[src/source/rom_pkg.sv]
package rom_pkg;

	// ##################################################
	// Widths and basic types
	// ##################################################

	// Download byte address from the loader
	localparam int dl_addr_w = 25;
	typedef logic [dl_addr_w-1:0] dl_addr_t;

	typedef logic [7:0] byte_t;

	// Main ROM word, earlier byte in the high half
	typedef logic [15:0] word_t;

	// Main CPU word address, 64 KB banks use all bits
	localparam int main_addr_w = 15;
	typedef logic [main_addr_w-1:0] main_addr_t;

	// Sound CPU byte address
	localparam int snd_addr_w = 14;
	typedef logic [snd_addr_w-1:0] snd_addr_t;

	// ##################################################
	// Download address map
	// ##################################################

	// Main CPU program banks, interleaved as words
	localparam dl_addr_t rom1_base = 25'h008_0000;
	localparam dl_addr_t rom2_base = 25'h009_0000;
	localparam dl_addr_t rom3_base = 25'h00A_0000;
	// Slapstic ROM, kept as a plain fifth bank
	localparam dl_addr_t slap_base = 25'h00A_8000;
	// System ROM
	localparam dl_addr_t rom0_base = 25'h00B_0000;

	// Sound CPU banks, one byte per location
	localparam dl_addr_t snd0_base = 25'h00B_8000;
	localparam dl_addr_t snd1_base = 25'h00B_C000;
	localparam dl_addr_t snd2_base = 25'h00C_0000;

	// Region sizes in bytes
	localparam int unsigned rom_big_bytes   = 32'h0001_0000;
	localparam int unsigned rom_small_bytes = 32'h0000_8000;
	localparam int unsigned snd_bytes       = 32'h0000_4000;

	// ##################################################
	// Bank selects
	// ##################################################

	// Main port banks, NONE reads as zero
	typedef enum logic [2:0] {
		MAIN_NONE,
		MAIN_ROM0,
		MAIN_ROM1,
		MAIN_ROM2,
		MAIN_ROM3,
		MAIN_SLAP
	} main_sel_e;

	// Sound port banks
	typedef enum logic [1:0] {
		SND_NONE,
		SND_ROM0,
		SND_ROM1,
		SND_ROM2
	} snd_sel_e;

endpackage
[src/source/rom_byte_packer.sv]
`timescale 1ns/1ps

module rom_byte_packer (
	input  logic             clk_sys,
	input  logic             reset,
	input  logic             dl_valid,
	input  rom_pkg::dl_addr_t dl_addr,
	input  rom_pkg::byte_t   dl_data,
	output logic             dl_ready,
	output logic             pk_valid,
	output rom_pkg::dl_addr_t pk_addr,
	output rom_pkg::word_t   pk_word
);

	// Byte transfer on this edge
	logic accept;

	assign accept = dl_valid & dl_ready;

	// Pipeline never stalls, so ready only drops in reset
	always_ff @(posedge clk_sys) begin
		if (reset) begin
			dl_ready <= 1'b0;
		end else begin
			dl_ready <= 1'b1;
		end
	end

	// One stage pulse per accepted byte
	always_ff @(posedge clk_sys) begin
		if (reset) begin
			pk_valid <= 1'b0;
		end else begin
			pk_valid <= accept;
		end
	end

	// Low half keeps the last accepted byte across idle cycles
	// Shifting it up pairs it with the next byte
	always_ff @(posedge clk_sys) begin
		if (reset) begin
			pk_word <= '0;
		end else if (accept) begin
			pk_word <= {pk_word[7:0], dl_data};
		end
	end

	// Address follows its byte
	always_ff @(posedge clk_sys) begin
		if (accept) begin
			pk_addr <= dl_addr;
		end
	end

endmodule

[config.mk]
export PLATFORM = sky130hd
export DESIGN_NAME = rom_byte_packer
export DESIGN_NICKNAME = d
export VERILOG_FILES = /design/src/source/rom_pkg.sv /design/src/source/rom_byte_packer.sv
export SDC_FILE = /design/constraint.sdc
export NUM_CORES = 1
export LEC_CHECK = 0
export BUFFER_PORTS_ARGS = -buffer_cell sky130_fd_sc_hd__buf_4
export CAP_MARGIN = 20
export CORE_MARGIN = 8
export CORE_UTILIZATION = 30
export DETAILED_ROUTE_END_ITERATION = 6
export PLACE_DENSITY_LB_ADDON = 0.3
export SLEW_MARGIN = 5
export SYNTH_ARGS = -nofsm -noshare
export SYNTH_HDL_FRONTEND = slang
export SYNTH_SLANG_ARGS = --single-unit
[constraint.sdc]
create_clock -name clk_sys -period 2.2 [get_ports clk_sys]
set_clock_uncertainty 0.15 [all_clocks]
set_input_delay 0.11 -clock clk_sys [delete_from_list [all_inputs] [get_ports clk_sys]]
set_output_delay 0.11 -clock clk_sys [all_outputs]
set_load 0.1 [all_outputs]
**Yosys cells after proc, flatten, opt, wreduce, memory -nomap -nowiden**

Cells that the tools add are included.

- Bits in registers: 43
- Input port bits: 36
- Output and inout port bits: 43
- Logic and storage cells: 6

- Multiplexer cells: 1
- Bitwise gates (word level): 1

Operators by type and width:

| cell | count |
|---|---|
| $and A1 B1 Y1 | 1 |
| $mux W1 | 1 |

**Depth between registers and ports, before layout**

- Word-level depth: 1
- Gate-level depth with buffers: 5
- Depth with buffers taken out: 3

**Worst setup path after synthesis**

No wires, ideal clock.

- Kind: reg2reg
- From: register dl_ready
- To: register pk_addr[0] (enable)
- Arrival time: 1.571 ns
- Setup slack: 0.157 ns
- Stages on the path, launching flop included: 5
- Buffers on the path: 2
- Period minus slack after synthesis: 2.043 ns
- Path through: dfxtp_1 -> buf_6 -> nand2_8 -> inv_4 -> buf_6

- Longest elaborated chain between the ends: 1

Ends and longest elaborated chain:

| what | RTL line | RTL |
|---|---|---|
| start: declaration | rom_byte_packer.sv:9 | `output logic dl_ready,` |
| start signal: assignment | rom_byte_packer.sv:23 | `dl_ready <= 1'b0;` |
| start signal: assignment | rom_byte_packer.sv:25 | `dl_ready <= 1'b1;` |
| $and A1 B1 Y1 | rom_byte_packer.sv:18 | `assign accept = dl_valid & dl_ready;` |
| net accept | rom_byte_packer.sv:16 | `logic accept;` |
| end signal: assignment | rom_byte_packer.sv:51 | `pk_addr <= dl_addr;` |
| end: declaration | rom_byte_packer.sv:11 | `output rom_pkg::dl_addr_t pk_addr,` |

The timed path passes the listed nets, and every way through them passes these cells.
A chain may end at the register's enable or synchronous reset.

**Final worst setup path**

- From: register dl_ready
- To: register pk_addr[15] (enable)

- Longest elaborated chain between the ends: 1

Ends and longest elaborated chain:

| what | RTL line |
|---|---|
| $and A1 B1 Y1 | rom_byte_packer.sv:18 |

Every way passes these cells.

==> results.json <==
{
  "critPathKind": "reg -> reg",
  "synth-xor-area-share": 0,
  "hold_path_class": "in -> reg",
  "switching_share": 0.2695,
  "fp.coreArea_um2": 4723,
  "hold_viol": 0,
  "dr.pass1.iters": 6,
  "total_power_mw": 2.010,
  "vias_per_cell": 4.175,
  "synth.distinct_cells": 12,
  "numCtsBuffers": 5,
  "clkSlewWorstSetupHoldPaths_ps": 80,
  "grt.overflow.total": 0,
  "dp_hpwl_um": 2682,
  "cp_num_buf_inv": 1,
  "yosys.area_share.simple": 0.1314,
  "cp_data_arrival_time_ps": 1420,
  "required_ps": 1990,
  "synthCells": 92,
  "synthMuxAreaShare": 0.05424,
  "nNetsFinal": 242,
  "grt_pass1_vias": 1251,
  "grt_pass1_wl_um": 6430,
  "syn_area_per_cell_um2": 16.05,
  "areaGrowthSynthToFinish_pct": 74.58,
  "routed_wl_um": 3983,
  "drv_slew": 0,
  "p_leak_nw": 1.079,
  "max_slew_margin": 0.6843,
  "synth_adder_area_share": 0,
  "rows": 25,
  "dieHeight_um": 86.15,
  "insertion_delay_ps": 280,
  "drt_iter0_markers": 22,
  "timing.final.crit_share": 0.7405,
  "tns_ps": 0,
  "gp_congestion": 0.7386,
  "tightest_slew_ps": 473.0,
  "diodes": 0,
  "post_cts_buffers": 0,
  "antenna_found_initial": 0,
  "power_frac_comb": 0.203,
  "wl_per_cell_um": 14.54,
  "cts.htree.levels": 2,
  "synth_top_family_by_area": "simple AND/OR/NAND/NOR gates",
  "period_needed_ps": 1629,
  "fmax_mhz": 613.8,
  "cts_max_path_buffers": 2,
  "utilization": 0.5457,
  "fp.dieArea_um2": 7422,
  "crit_path_max_fanout": 38,
  "syn_nets": 128,
  "crit_slowest_cell": "dfxtp_1",
  "grtUsageTotal": 0.1114,
  "seq_area_frac_synth": 0.7525,
  "antenna_left": 0,
  "maxCapViolCount": 0,
  "rsz0062_at_grt": "false",
  "cp-end-kind": "flop",
  "status": "finished, final reports clean",
  "power.switching_uw": 541.6,
  "vias": 1144,
  "finalWorstSetupSlack_ps": 570.8,
  "slowest_delay_ps": 620,
  "ys_seq_elements": 43,
  "die_width_um": 86.15,
  "power_frac_seq": 0.447,
  "synth_compound_area_frac": 0.02712,
  "drive_above_1_share": 0.4203,
  "io_pins": 79,
  "cpLargestDelayFamily": "flip-flops",
  "p_int_mw": 1.468,
  "setup_viol": 0,
  "cp-start-kind": "flop",
  "yosys_warnings": 0,
  "p_clk_frac": 0.350,
  "timing.hold.ws_ps": 17.80,
  "peakVddDrop_v": 0.0002961,
  "crit_chain": "nand2_8, inv_4",
  "numClockSinks": 43,
  "cts_tree": "done",
  "r2r_setup_slack_ps": 570,
  "pwr_density_cell_nw_per_um2": 779.7,
  "clock-root-buffer": "clkbuf_8",
  "io_buffers": 78,
  "initial_core_util": 0.3126,
  "syn_area_um2": 1476,
  "grt_start_max_net_pins": 39,
  "place_ws_ps": 576.9,
  "post-route-drc-count": 0
}
state kept, by name, summed over array words and instances, names as in the netlist:
name      count
pk_addr      25
pk_word      16
dl_ready      1
pk_valid      1
placed cells by master, fill, tap and decap left out:
master and n:
nor2_1 1, clkbuf_8 5, bufinv_16 2, dlygate4sd3_1 34, nand4b_1 8, edfxtp_1 25
mux2i_1 8, dfxtp_1 18, o21ai_1 8, buf_4 78, inv_4 1, nand2_8 1
inv_1 1, nand2b_1 16, clkbuf_1 1
tightest hold or removal path, stage by stage:
cell and delay [ps]:
buf_4 160, nand4b_1 90, o21ai_1 50
what timing repair did:
action,CTS,global route
resized for setup,0,0
hold buffers,34,0
endpoints found under the hold margin,35,0
worst paths after layout:
path	cells past startpoint	from	endpoint
worst min-delay path	3	dl_valid	pk_word[1]$_SDFFE_PP0P_
worst min register to register	2	pk_word[12]$_SDFFE_PP0P_	pk_word[12]$_SDFFE_PP0P_
worst max-delay path	2	dl_ready$_DFF_P_	pk_addr[15]$_DFFE_PP_
worst max register to register	2	dl_ready$_DFF_P_	pk_addr[15]$_DFFE_PP_
layer usage:
| metal | GRT usage | part of all wire |
|---|---|---|
| met4 | 0.03822 | 0.011 |
| met1 | 0.1278 | 0.44 |
| met2 | 0.1728 | 0.43 |
| met5 | 0 | 0 |
| met3 | 0.05826 | 0.12 |
per-stage QoR:
stage | cell area (um^2) | instances
after floorplan | 1476 | 92
after global placement | 2105 | 232
after detailed placement | 2105 | 232
after CTS | 2577 | 274
after global routing | 2577 | 274
final | 2577 | 274
cell usage after synthesis:
cell type | n | area (um^2)
mux2i_1 | 8 | 80.08
nor2_1 | 1 | 3.750
clkbuf_1 | 2 | 7.510
inv_4 | 1 | 6.260
o21ai_1 | 8 | 40.04
inv_1 | 1 | 3.750
dfxtp_1 | 18 | 360.4
edfxtp_1 | 25 | 750.7
buf_6 | 3 | 33.78
nand2b_1 | 16 | 100.1
nand4b_1 | 8 | 70.07
nand2_8 | 1 | 20.02
final cells by class:
cell class              instances  area, um^2
fillers                       384        2146
flip-flops and latches         43        1111
repair buffers                112       925.9
multi-input cells              42       314.1
well taps                      67       83.83
clock buffers                   6       72.57
clock inverters                 2       60.06
inverters                       2       10.01
power groups by stage:
| stage | sequential (mW) | clock (mW) | combinational [mW] |
|---|---|---|---|
| detailed placement | 0.917 | 0 | 0.359 |
| global placement | 0.916 | 0 | 0.356 |
| global route | 0.903 | 0.753 | 0.422 |
| finish | 0.899 | 0.703 | 0.407 |
| CTS | 0.899 | 0.725 | 0.408 |
| floorplan | 1.13 | 0 | 0.0458 |
cells by family (layout without fill, tap and decap cells):
| group | count (synthesis) | after routing |
|---|---|---|
| muxes | 8 | 8 |
| DFF | 43 | 43 |
| and+or+nand+nor | 26 | 26 |
| AOI/OAI and AO/OA | 8 | 8 |
| buffers and inverters | 7 | 122 |
Note: power is estimated with default switching activity, not from simulation.
