**src/source/rom_pkg.sv**
```systemverilog
package rom_pkg;

	// ##################################################
	// Widths and basic types
	// ##################################################

	// Download byte address from the loader
	localparam int dl_addr_w = 25;
	typedef logic [dl_addr_w-1:0] dl_addr_t;

	typedef logic [7:0] byte_t;

	// Main ROM word, earlier byte in the high half
	typedef logic [15:0] word_t;

	// Main CPU word address, 64 KB banks use all bits
	localparam int main_addr_w = 15;
	typedef logic [main_addr_w-1:0] main_addr_t;

	// Sound CPU byte address
	localparam int snd_addr_w = 14;
	typedef logic [snd_addr_w-1:0] snd_addr_t;

	// ##################################################
	// Download address map
	// ##################################################

	// Main CPU program banks, interleaved as words
	localparam dl_addr_t rom1_base = 25'h008_0000;
	localparam dl_addr_t rom2_base = 25'h009_0000;
	localparam dl_addr_t rom3_base = 25'h00A_0000;
	// Slapstic ROM, kept as a plain fifth bank
	localparam dl_addr_t slap_base = 25'h00A_8000;
	// System ROM
	localparam dl_addr_t rom0_base = 25'h00B_0000;

	// Sound CPU banks, one byte per location
	localparam dl_addr_t snd0_base = 25'h00B_8000;
	localparam dl_addr_t snd1_base = 25'h00B_C000;
	localparam dl_addr_t snd2_base = 25'h00C_0000;

	// Region sizes in bytes
	localparam int unsigned rom_big_bytes   = 32'h0001_0000;
	localparam int unsigned rom_small_bytes = 32'h0000_8000;
	localparam int unsigned snd_bytes       = 32'h0000_4000;

	// ##################################################
	// Bank selects
	// ##################################################

	// Main port banks, NONE reads as zero
	typedef enum logic [2:0] {
		MAIN_NONE,
		MAIN_ROM0,
		MAIN_ROM1,
		MAIN_ROM2,
		MAIN_ROM3,
		MAIN_SLAP
	} main_sel_e;

	// Sound port banks
	typedef enum logic [1:0] {
		SND_NONE,
		SND_ROM0,
		SND_ROM1,
		SND_ROM2
	} snd_sel_e;

endpackage
```
**src/source/rom_region_decoder.sv**
```systemverilog
`timescale 1ns/1ps

module rom_region_decoder (
	input  logic                         clk_sys,
	input  logic                         reset,
	input  logic                         pk_valid,
	input  rom_pkg::dl_addr_t            pk_addr,
	input  rom_pkg::word_t               pk_word,
	output rom_pkg::main_sel_e           wr_main_sel,
	output rom_pkg::snd_sel_e            wr_snd_sel,
	output logic [rom_pkg::main_addr_w:0] wr_addr,
	output rom_pkg::word_t               wr_data
);

	import rom_pkg::*;

	main_sel_e main_sel_d;
	snd_sel_e  snd_sel_d;
	// Byte offset inside the hit region
	dl_addr_t  offset_d;

	// Base aligned region test
	function automatic logic in_region(dl_addr_t addr, dl_addr_t base, int unsigned size);
		return (addr >= base) && ({7'd0, addr} < {7'd0, base} + size);
	endfunction

	// ##################################################
	// Address map lookup
	// ##################################################

	always_comb begin
		main_sel_d = MAIN_NONE;
		snd_sel_d  = SND_NONE;
		offset_d   = '0;
		if (in_region(pk_addr, rom1_base, rom_big_bytes)) begin
			main_sel_d = MAIN_ROM1;
			offset_d   = pk_addr - rom1_base;
		end else if (in_region(pk_addr, rom2_base, rom_big_bytes)) begin
			main_sel_d = MAIN_ROM2;
			offset_d   = pk_addr - rom2_base;
		end else if (in_region(pk_addr, rom3_base, rom_small_bytes)) begin
			main_sel_d = MAIN_ROM3;
			offset_d   = pk_addr - rom3_base;
		end else if (in_region(pk_addr, slap_base, rom_small_bytes)) begin
			main_sel_d = MAIN_SLAP;
			offset_d   = pk_addr - slap_base;
		end else if (in_region(pk_addr, rom0_base, rom_small_bytes)) begin
			main_sel_d = MAIN_ROM0;
			offset_d   = pk_addr - rom0_base;
		end else if (in_region(pk_addr, snd0_base, snd_bytes)) begin
			snd_sel_d = SND_ROM0;
			offset_d  = pk_addr - snd0_base;
		end else if (in_region(pk_addr, snd1_base, snd_bytes)) begin
			snd_sel_d = SND_ROM1;
			offset_d  = pk_addr - snd1_base;
		end else if (in_region(pk_addr, snd2_base, snd_bytes)) begin
			snd_sel_d = SND_ROM2;
			offset_d  = pk_addr - snd2_base;
		end
		// Word banks complete on the odd byte only
		if (!pk_addr[0]) begin
			main_sel_d = MAIN_NONE;
		end
		// Idle cycles issue nothing
		if (!pk_valid) begin
			main_sel_d = MAIN_NONE;
			snd_sel_d  = SND_NONE;
		end
	end

	// ##################################################
	// Write command register
	// ##################################################

	always_ff @(posedge clk_sys) begin
		if (reset) begin
			wr_main_sel <= MAIN_NONE;
			wr_snd_sel  <= SND_NONE;
		end else begin
			wr_main_sel <= main_sel_d;
			wr_snd_sel  <= snd_sel_d;
		end
	end

	// Packed word goes out whole, byte banks keep its low half
	always_ff @(posedge clk_sys) begin
		wr_addr <= offset_d[main_addr_w:0];
		wr_data <= pk_word;
	end

endmodule

```
**config.mk**
```make
export PLATFORM = sky130hd
export DESIGN_NAME = rom_region_decoder
export DESIGN_NICKNAME = d
export VERILOG_FILES = /design/src/source/rom_pkg.sv /design/src/source/rom_region_decoder.sv
export SDC_FILE = /design/constraint.sdc
export NUM_CORES = 1
export LEC_CHECK = 0
export BUFFER_PORTS_ARGS = -buffer_cell sky130_fd_sc_hd__buf_4
export CORE_MARGIN = 1.5
export CORE_UTILIZATION = 35
export DETAILED_ROUTE_END_ITERATION = 6
export MAX_ROUTING_LAYER = met4
export PLACE_DENSITY = 0.78
export REMOVE_ABC_BUFFERS = 1
export SLEW_MARGIN = 30
export SYNTH_ARGS = -nofsm -noshare
export SYNTH_HDL_FRONTEND = slang
export SYNTH_SLANG_ARGS = --single-unit
```
**constraint.sdc**
```tcl
create_clock -name clk_sys -period 1 [get_ports clk_sys]
set_input_delay 0 -clock clk_sys [delete_from_list [all_inputs] [get_ports clk_sys]]
set_output_delay 0 -clock clk_sys [all_outputs]
set_load 0.05 [all_outputs]
```
# Word-level counts from Yosys, hierarchy flattened
# Index checks and enable logic that the tools add are counted.
[classes] n_addsub=8 magnitude_cmp=16 muxes=16 n_bitwise=2 reduce_logical=13
[op_table] op="greater-or-equal comparator 25 x 20 -> 1 bit, second input constant" count=8
[op_table] op="less-than comparator 25 x 20 -> 1 bit, second input constant" count=8
[op_table] op="2-to-1 mux 16 bit" count=8
[op_table] op="subtractor 16 x 1 -> 16 bit, second input constant" count=5
[op_table] op="subtractor 16 bit, second input constant" count=3
[op_table] op="logical AND 1 bit" count=8
[op_table] op="2-to-1 mux 2 bit" count=4
[op_table] op="OR reduction 8 bit" count=1
[op_table] op="OR reduction 7 bit" count=1
[op_table] op="2-to-1 mux 3 bit" count=2
[op_table] op="OR reduction 5 bit" count=1
[op_table] op="OR reduction 4 bit" count=1
[op_table] op="OR reduction 3 bit" count=1
[op_table] op="2-to-1 mux 1 bit" count=2
[op_table] op="inverter 1 bit" count=2
[totals] regBits=37 out_inout_bits=37 elab_cells=62

# Depth between registers and ports, before layout
# Gate-level depths: netlist of run 1.
[logic_depth] ltp_word=10 depth_mapped=6

# Worst setup path before layout of run 1
# Ideal clock, no wire load.
[synth_timing] kind="input-to-reg" from="input pk_addr[16]" to="register wr_addr[0] (netlist name)" setup_time_ns=0.059 arrival_ns=0.998 required_time_ns=0.941 slack_ns=-0.056 cell_stages=6 cell_sequence="buf_6 -> nor4b_2 -> mux2i_1 -> o221ai_2 -> buf_6 -> and2_1"
[synth_between] elab_chain_len=10
[synth_lines] element="start, declared" line="rom_region_decoder.sv:7" text="input rom_pkg::dl_addr_t pk_addr,"
[synth_lines] element="greater-or-equal comparator 25 x 20 -> 1 bit / less-than comparator 25 x 20 -> 1 bit (equally long branches)" line="rom_region_decoder.sv:24" text="return (addr >= base) && ({7'd0, addr} < {7'd0, base} + size);"
[synth_lines] element="logical AND 1 bit" line="rom_region_decoder.sv:24"
[synth_lines] element="2-to-1 mux 16 bit" line="rom_region_decoder.sv:56" text="end else if (in_region(pk_addr, snd2_base, snd_bytes)) begin"
[synth_lines] element="2-to-1 mux 16 bit" line="rom_region_decoder.sv:53" text="end else if (in_region(pk_addr, snd1_base, snd_bytes)) begin"
[synth_lines] element="2-to-1 mux 16 bit" line="rom_region_decoder.sv:50" text="end else if (in_region(pk_addr, snd0_base, snd_bytes)) begin"
[synth_lines] element="2-to-1 mux 16 bit" line="rom_region_decoder.sv:47" text="end else if (in_region(pk_addr, rom0_base, rom_small_bytes)) begin"
[synth_lines] element="2-to-1 mux 16 bit" line="rom_region_decoder.sv:44" text="end else if (in_region(pk_addr, slap_base, rom_small_bytes)) begin"
[synth_lines] element="2-to-1 mux 16 bit" line="rom_region_decoder.sv:41" text="end else if (in_region(pk_addr, rom3_base, rom_small_bytes)) begin"
[synth_lines] element="2-to-1 mux 16 bit" line="rom_region_decoder.sv:38" text="end else if (in_region(pk_addr, rom2_base, rom_big_bytes)) begin"
[synth_lines] element="2-to-1 mux 16 bit (*)" line="rom_region_decoder.sv:35" text="if (in_region(pk_addr, rom1_base, rom_big_bytes)) begin"
[synth_lines] element="named net offset_d[0]" line="rom_region_decoder.sv:20" text="dl_addr_t offset_d;"
[synth_lines] element="end signal, assigned" line="rom_region_decoder.sv:87" text="wr_addr <= offset_d[main_addr_w:0];"
[synth_lines] element="end, declared" line="rom_region_decoder.sv:11" text="output logic [rom_pkg::main_addr_w:0] wr_addr,"
# The timed path passes the listed nets; every way through them passes the cells marked *.
# A chain may end at the register's enable or synchronous reset.

# Final worst setup path of run 1
[layout_timing] from="input pk_addr[18]" to="register wr_addr[11] (netlist name)"
# Same word-level chain as after synthesis.

==> qor.csv, run 1 <==
metric,value,unit
antenna_found_initial,0,
vias,1329,
grt_max_degree,12,
setup_viol,12,
synth.top_cell.area_share,65.8,%
cts_tree,done,
cts.sinks,37,
status,"finished, violations left",
ys_seq_area_share,65.8,%
rsz0062_at_grt,true,
fin_crit_sh,106,%
synth.distinct_cells,24,
timing_worst_setup_path_type,in2reg,
critPathLaunch,pk_addr[18],
final_cell_mix,"buf_4, dfxtp_1, dlygate4sd3_1, and2_1",
drt_iter0_markers,74,
grt_overflow_total,0,
grt_pass1_vias,1389,
num_antenna_cells,0,
rows,20,
drive_gt1_share,48.9,%
min_period,1.06,ns
hold_class,in2reg,
nFillCells,159,
drc_errors,0,
syn_to_final_growth,112,%
setup_ws,-0.0560,ns
fp.dieArea,0.00357,mm^2
ios,81,
hold_violations,0,
dr.pass1.iters,4,
dieWidth,59.7,um
ant_nets,0,
netlist_top_cells_area,"dfxtp_1, and2_1, nor4b_2, nor4b_1, ha_1",
power_leakage,1.14,nW
clk_pin_slew,0.12,ns
yosys_warnings,0,
cts_inserted_buffers,5,
wl_per_cell,20.0,um
drt_wl_total,5490,um
irDropWorstVdd,729,uV
cellPowerDensity,1350,mW/mm^2
place_congestion,0.791,
violations,negative setup slack,
end_kind,flop,
ys_ff_latch,37,
nNetsFinal,276,
clk_path_buf_depth,2,
io_buffers,80,
dp_hpwl,2560,um
multiInputGateArea,394,um^2
tightest_slew,0.479,ns
layout_commonest_cell,buf_4,
cp.arrival,1.35,ns
cts_root_buf,clkbuf_4,
die_y,59.7,um
hold_slack,0.0600,ns
grt_pass1_wl,7380,um
setup.worst_path.end,wr_addr[11]$_DFF_P_,
viasPerCell,4.83,
netlist_instances,93,
cts_max_level,2,
core-area,0.00305,mm^2
regArea,741,um^2
cp-start-kind,input pin,
maxSlewViolCount,0,
fmax,947,MHz
crit_required,1.29,ns
syn_area,0.00113,mm^2
crit_fanout,6,
track_usage,30.7,%
final_util,78.1,%
tns,-0.275,ns
start_util,36.9,%
relSlewSlack,67.8,%
yosysTopAreaCell,dfxtp_1,
cap_viol_max_count,0,
syn_avg_cell_area,12.1,um^2
## repair_timing
item | in CTS | in global routing
hold buffers | 35 | 0
resized for setup | 0 | 8
setup buffers | 0 | 3
endpoints found under the hold margin | 35 | 0
setup endpoints to repair | 0 | 17
## kinds of logic (layout without fill, tap and decap cells)
logic type	after synthesis	count (layout)	synth area share, %
XOR/XNOR	1	1	0.778
AO/OA/AOI/OAI	6	6	4.67
multiplexers	1	1	0.889
AND/OR/NAND/NOR	39	39	22.0
buffers and inverters	7	145	3.67
flip-flops	37	37	65.8
adder cells (fa/ha/maj)	2	2	2.22
## area by class of cell
cell class,count,share of cell area [%]
repair buffers,132,45.8
flip-flops and latches,37,31.1
multi-input cells,49,16.5
clock buffers,7,2.31
well taps,44,2.31
clock inverters,1,1.26
inverters,5,0.787
## critical path, cell delays in order
cell and delay [ns]:
buf_4 0.12, nor3_1 0.43, nand3_2 0.22, o221ai_4 0.23
buf_4 0.18, and2_1 0.17
## where the power goes
part           total (mW)  switching (mW)  internal, mW  leakage (nW)
Combinational       0.579           0.281         0.298         0.791
Sequential           1.53          0.0158          1.51         0.304
Clock                1.12           0.522         0.597        0.0455
Total                3.22           0.818          2.41          1.14
## synthesized netlist by cell type
master    instances
nor4_1            2
nand2_1           2
and2_1           15
nor2_1            5
o211a_1           1
nor2b_1           1
dfxtp_1          37
inv_1             5
o211ai_1          1
a221oi_1          1
and4b_1           1
nor4b_2           2
nor4b_1           3
o221ai_2          1
a21oi_1           1
mux2i_1           1
nand4_1           1
xor2_1            1
nor3_1            2
ha_1              2
buf_6             2
nand3_1           4
o22ai_1           1
and3_1            1
## flip-flops by register name (all words and copies together) (netlist names)
name,flops
wr_addr,16
wr_main_sel,3
wr_data,16
wr_snd_sel,2
## routing by layer
metal	share of wire (%)	wire length [um]	global-route usage, %	vias to the layer above
li1	-	-	-	585
met1	38	2090	34.6	621
met2	48	2660	49.5	98
met3	9.5	524	9.09	25
met4	4.1	224	14.9	0
met5	0	0	-	-
## how the worst min path moves through the flow
| stage | from | depth (start not counted) | to |
|---|---|---|---|
| after global placement | pk_word[5] | 1 | wr_data[5]$_DFF_P_ |
| final | pk_addr[15] | 4 | wr_main_sel[0]$_SDFF_PP0_ |
| after detailed placement | pk_word[4] | 1 | wr_data[4]$_DFF_P_ |
| after floorplan | pk_word[0] | 0 | wr_data[0]$_DFF_P_ |
| after CTS | pk_addr[20] | 4 | wr_snd_sel[0]$_SDFF_PP0_ |
| after global routing | pk_addr[15] | 4 | wr_main_sel[0]$_SDFF_PP0_ |
## stage by stage
| stage | cells | setup WS (ns) | total power, mW | cell area [um^2] |
|---|---|---|---|---|
| 6_report | 275 | -0.0560 | 3.22 | 2380 |
| 5_1_grt | 275 | -0.0859 | 3.31 | 2380 |
| 4_1_cts | 272 | 0.0305 | 3.14 | 2310 |
| 3_5_place_dp | 229 | -0.320 | 1.98 | 1880 |
| 3_3_place_gp | 229 | -0.275 | 1.97 | 1880 |
| 2_1_floorplan | 91 | -0.0557 | 1.72 | 1100 |
No activity file was read; power rests on OpenSTA's default activity.
==> inputs of run 2 (changes only) <==
- HOLD_SLACK_MARGIN: not set -> 0.06
==> run 2 against run 1 <==
Against the previous run: the flow still finishes with violations (negative setup slack); sequential power about the same; final area up 0.73%; die area unchanged; core utilization up 0.57 points; clock power about the same; total power up 1.2%; critical path type unchanged.
==> qor.csv, run 2 (synthesized netlist as in run 1, its figures left out) <==
metric,value,unit,change
wl_met2,2680,um,+0.75%
setup_viol,15,,+3
cp.arrival,1.39,ns,+0.04 ns
start_util,36.9,%,unchanged
dp_hpwl,2560,um,unchanged
tns,-0.753,ns,-0.478 ns
irDropWorstVdd,661,uV,-9.4%
cts_max_level,2,,unchanged
maxSlewViolCount,0,,unchanged
num_antenna_cells,0,,unchanged
ant_nets,0,,unchanged
grt_max_degree,12,,unchanged
io_buffers,80,,unchanged
regArea,741,um^2,unchanged
drt_wl_total,5590,um,+1.7%
relSlewSlack,66.8,%,-1.1 points
largestRegisters,"wr_addr x16, wr_data x16, wr_main_sel x3",,
hold_class,in2reg,,
ios,81,,unchanged
final_cell_mix,"buf_4, dfxtp_1, dlygate4sd3_1, and2_1",,
end_kind,flop,,
layout_commonest_cell,buf_4,,
antenna_found_initial,0,,unchanged
drive_gt1_share,50.0,%,+1.1 points
fp.dieArea,0.00357,mm^2,unchanged
grt_pass1_wl,7370,um,about the same
rows,20,,unchanged
cts_inserted_buffers,5,,unchanged
setup_ws,-0.0936,ns,-0.0376 ns
numPlacedInstances,229,,unchanged
drc_errors,0,,unchanged
final_util,78.7,%,+0.57 points
nNetsFinal,275,,-0.36%
cp-start-kind,input pin,,
hold_buffers,35,,unchanged
fin_crit_sh,109,%,+3.8 points
track_usage,30.6,%,-0.093 points
top_layer,met4,,
core-area,0.00305,mm^2,unchanged
timing_worst_setup_path_type,in2reg,,
crit_required,1.30,ns,about the same
min_period,1.09,ns,+0.0376 ns
tightest_slew,0.494,ns,+0.0157 ns
syn_to_final_growth,113,%,
grt_pass1_vias,1395,,+0.43%
hold_violations,0,,unchanged
clk_pin_slew,0.12,ns,about the same
place_congestion,0.791,,unchanged
status,"finished, violations left",,
cts_tree,done,,
drt_iter0_markers,58,,-22%
multiInputGateArea,412,um^2,+4.4%
cap_viol_max_count,0,,unchanged
viasPerCell,5.04,,+4.2%
clk_path_buf_depth,2,,unchanged
cts.sinks,37,,unchanged
violations,negative setup slack,,
cellPowerDensity,1360,mW/mm^2,+0.45%
power,3.26,mW,+1.2%
dr.pass1.iters,4,,unchanged
dieWidth,59.7,um,unchanged
stdcell_count,274,,-0.36%
wl_met1,2040,um,-2.3%
wl_met3,576,um,+9.9%
crit_fanout,3,,-3
hold_slack,0.0116,ns,-0.0484 ns
wl_per_cell,20.4,um,+2.1%
fmax,914,MHz,-3.4%
grt_overflow_total,0,,unchanged
vias,1380,,+3.8%
cts_root_buf,clkbuf_4,,
rsz0062_at_grt,true,,
nFillCells,157,,-1.3%
die_y,59.7,um,unchanged
power_leakage,1.15,nW,+0.61%
[run 2: layout make-up]
type / instances / area share (%)
Timing Repair Buffer: 131 / 45.4
Sequential cell: 37 / 30.8
Multi-Input combinational cell: 49 / 17.1
Clock buffer: 7 / 2.29
Tap cell: 44 / 2.29
Clock inverter: 1 / 1.25
Inverter: 5 / 0.781
[run 2: what timing repair did]
| item | 4_1_cts | 5_1_grt |
|---|---|---|
| setup buffers | 0 | 2 |
| endpoints found under the hold margin | 36 | 1 |
| setup endpoints to repair | 0 | 17 |
| gates resized for setup | 0 | 14 |
[run 2: path summary, 6_finish.rpt]
check | start | end | slack [ns] | cells after the start
setup / recovery | pk_addr[5] | wr_snd_sel[1]$_SDFF_PP0_ | -0.09 | 6
hold / removal | pk_addr[20] | wr_snd_sel[0]$_SDFF_PP0_ | 0.01 | 4
[run 2: where the power goes]
| group | leakage [nW] | switching, mW | internal (mW) |
|---|---|---|---|
| clock network | 0.0455 | 0.546 | 0.598 |
| registers | 0.304 | 0.0161 | 1.51 |
| logic | 0.798 | 0.290 | 0.303 |
[run 2: per-stage QoR]
| step | instance area [um^2] | setup slack [ns] |
|---|---|---|
| floorplan | 1100 | -0.0557 |
| global placement | 1880 | -0.275 |
| detailed placement | 1880 | -0.320 |
| CTS | 2310 | 0.0375 |
| global route | 2400 | -0.0879 |
| finish | 2400 | -0.0936 |
[run 2: per-layer routing]
| layer | global-route usage (%) | vias up |
|---|---|---|
| li1 | - | 585 |
| met1 | 34.0 | 640 |
| met2 | 49.5 | 117 |
| met3 | 9.52 | 38 |
| met4 | 14.9 | 0 |
| met5 | - | - |
[run 2: critical path: stages]
cell,delay [ns]
buf_4,0.12
nor4_2,0.35
nand4_1,0.28
buf_4,0.22
o22ai_1,0.21
and3_1,0.21
==> inputs of run 3 (changes only) <==
- CORE_UTILIZATION: 35 -> 42
- GPL_ROUTABILITY_DRIVEN: not set -> 0
- PLACE_DENSITY: 0.78 -> 0.79
- clock period: 1 -> 1.33 ns (I/O delays scaled with it)
==> run 3 against run 2 <==
Against the previous run: the flow now finishes without violations; routed wire length fell by 19%; sequential share of layout area rose by 1.6 points; global-route usage rose by 2.0 points; via count fell by 7.1%; core utilization rose by 13 points; first-iteration DRC count fell by 36%; non-clock buffer count fell by 7; die area fell by 16%; critical path depth fell by 1; count of clock-buffer cells in the layout did not move; worst hold slack improved by 0.039 ns; total power fell by 28%; largest cell class unchanged.
==> qor.csv, run 3 (synthesized netlist as in run 1, its figures left out) <==
metric,value,unit,change
status,"complete, no violations",,
comb_power_share,17.3,%,-0.9 points
clk_pin_slew,0.11,ns,about the same
cts.sinks,37,,unchanged
syn_to_final_growth,103,%,
irDropWorstVdd,901,uV,+36%
tightest_slew,0.435,ns,-0.0590 ns
io_buffers,80,,unchanged
tns,0,ns,+0.753 ns
track_usage,32.6,%,+2.0 points
power_leakage,1.10,nW,-4.0%
p_clk_share,34.2,%,-0.8 points
hold_slack,0.0506,ns,+0.0390 ns
cts_max_level,2,,unchanged
grt_pass1_wl,6440,um,-13%
grt_overflow_total,0,,unchanged
cp.arrival,1.57,ns,+0.18 ns
clk_path_buf_depth,2,,unchanged
drt_iter0_markers,37,,-36%
drt_wl_total,4530,um,-19%
maxSlewViolCount,0,,unchanged
final_cell_mix,"buf_4, dlygate4sd3_1, dfxtp_1, and2_1",,
hold-path-endpoint,wr_snd_sel[0]$_SDFF_PP0_,,
grt_max_degree,15,,+3
end_kind,flop,,
cts_inserted_buffers,5,,unchanged
grt_pass1_vias,1331,,-4.6%
min_from,pk_addr[15],,
fp.dieArea,0.00300,mm^2,-16%
nFillCells,98,,-38%
cap_viol_max_count,0,,unchanged
antenna_found_initial,0,,unchanged
hold_buffers,41,,+17%
largestRegisters,"wr_addr x16, wr_data x16, wr_main_sel x3",,
die_y,54.8,um,-8.3%
cp-start-kind,input pin,,
dieWidth,54.8,um,-8.3%
hold_violations,0,,unchanged
wl_per_cell,17.9,um,-12%
seqPwrFrac,48.5,%,+1.7 points
p_switching,0.564,mW,-34%
p_sw_share,23.9,%,-2.2 points
drc_errors,0,,unchanged
dp_slack,0.00412,ns,+0.324 ns
crit_fanout,5,,+2
cts_root_buf,clkbuf_4,,
power,2.36,mW,-28%
drive_gt1_share,42.2,%,-7.8 points
dp_hpwl,2140,um,-17%
layout_commonest_cell,buf_4,,
rows,18,,-10%
timing_worst_setup_path_type,in2reg,,
rsz0062_at_grt,false,,
viasPerCell,5.07,,+0.61%
cts_tree,done,,
fmax,773,MHz,
setup_viol,0,,-15
ant_nets,0,,unchanged
relSlewSlack,70.7,%,+3.9 points
crit_required,1.60,ns,+0.30 ns
fin_crit_sh,97.2,%,
cellPowerDensity,1030,mW/mm^2,-24%
num_antenna_cells,0,,unchanged
dr.pass1.iters,4,,unchanged
nNetsFinal,268,,-2.5%
p_int,1.79,mW,-26%
min_period,1.29,ns,
hold_class,in2reg,,
core-area,0.00250,mm^2,-18%
ios,81,,unchanged
min_path_cells,4,,unchanged
setup_ws,0.0369,ns,+0.130 ns
vias,1282,,-7.1%
start_util,45.0,%,+8.2 points
-- run 3: power by group through the flow --
stage / Sequential (mW) / Clock [mW] / Combinational (mW)
after floorplan: 1.27 / 0 / 0.0277
after global placement: 1.17 / 0 / 0.288
after detailed placement: 1.17 / 0 / 0.294
after CTS: 1.14 / 0.802 / 0.381
after global routing: 1.15 / 0.867 / 0.426
final: 1.15 / 0.806 / 0.407
-- run 3: per-stage QoR --
| step | instance area, um^2 | instances | utilization, % |
|---|---|---|---|
| 2_1_floorplan | 1100 | 91 | - |
| 3_3_place_gp | 1760 | 204 | 70.6 |
| 3_5_place_dp | 1760 | 204 | 70.6 |
| 4_1_cts | 2260 | 253 | 90.4 |
| 5_1_grt | 2280 | 253 | 91.3 |
| 6_report | 2280 | 253 | 91.3 |
-- run 3: worst max-delay path, stage by stage --
cell and delay [ns]:
buf_4 0.11, dlygate4sd3_1 0.60, inv_1 0.08, nor3_1 0.18, dlygate4sd3_1 0.59
-- run 3: worst max path at each step --
stage	to	startpoint	slack, ns	cells past startpoint
6_report	wr_main_sel[2]$_SDFF_PP0_	pk_addr[17]	0.04	5
3_3_place_gp	wr_addr[0]$_DFF_P_	pk_addr[23]	0.07	6
3_5_place_dp	wr_addr[2]$_DFF_P_	pk_addr[23]	0.004	6
2_1_floorplan	wr_addr[0]$_DFF_P_	pk_addr[23]	0.27	4
4_1_cts	wr_main_sel[2]$_SDFF_PP0_	pk_addr[23]	0.07	6
5_1_grt	wr_main_sel[2]$_SDFF_PP0_	pk_addr[17]	0.02	5
-- run 3: layer usage --
layer	wire [um]	vias to the layer above	track usage [%]
li1	-	575	-
met1	1670	584	32.9
met2	2340	103	60.1
met3	378	20	6.01
met4	143	0	14.6
met5	0	-	-
-- run 3: what timing repair did --
| item | in CTS | in global routing |
|---|---|---|
| buffers inserted | 0 | 0 |
| endpoints found under the setup margin | 0 | 16 |
| endpoints found under the hold margin | 37 | 1 |
| resized for setup | 0 | 4 |
-- run 3: cell type report --
type / instances / area (um^2) / area share (%)
repair buffers: 124 / 1040 / 45.4
flip-flops and latches: 37 / 741 / 32.4
multi-input cells: 49 / 364 / 15.9
clock buffers: 7 / 55.1 / 2.41
well taps: 30 / 37.5 / 1.64
clock inverters: 1 / 30.0 / 1.32
inverters: 5 / 18.8 / 0.822
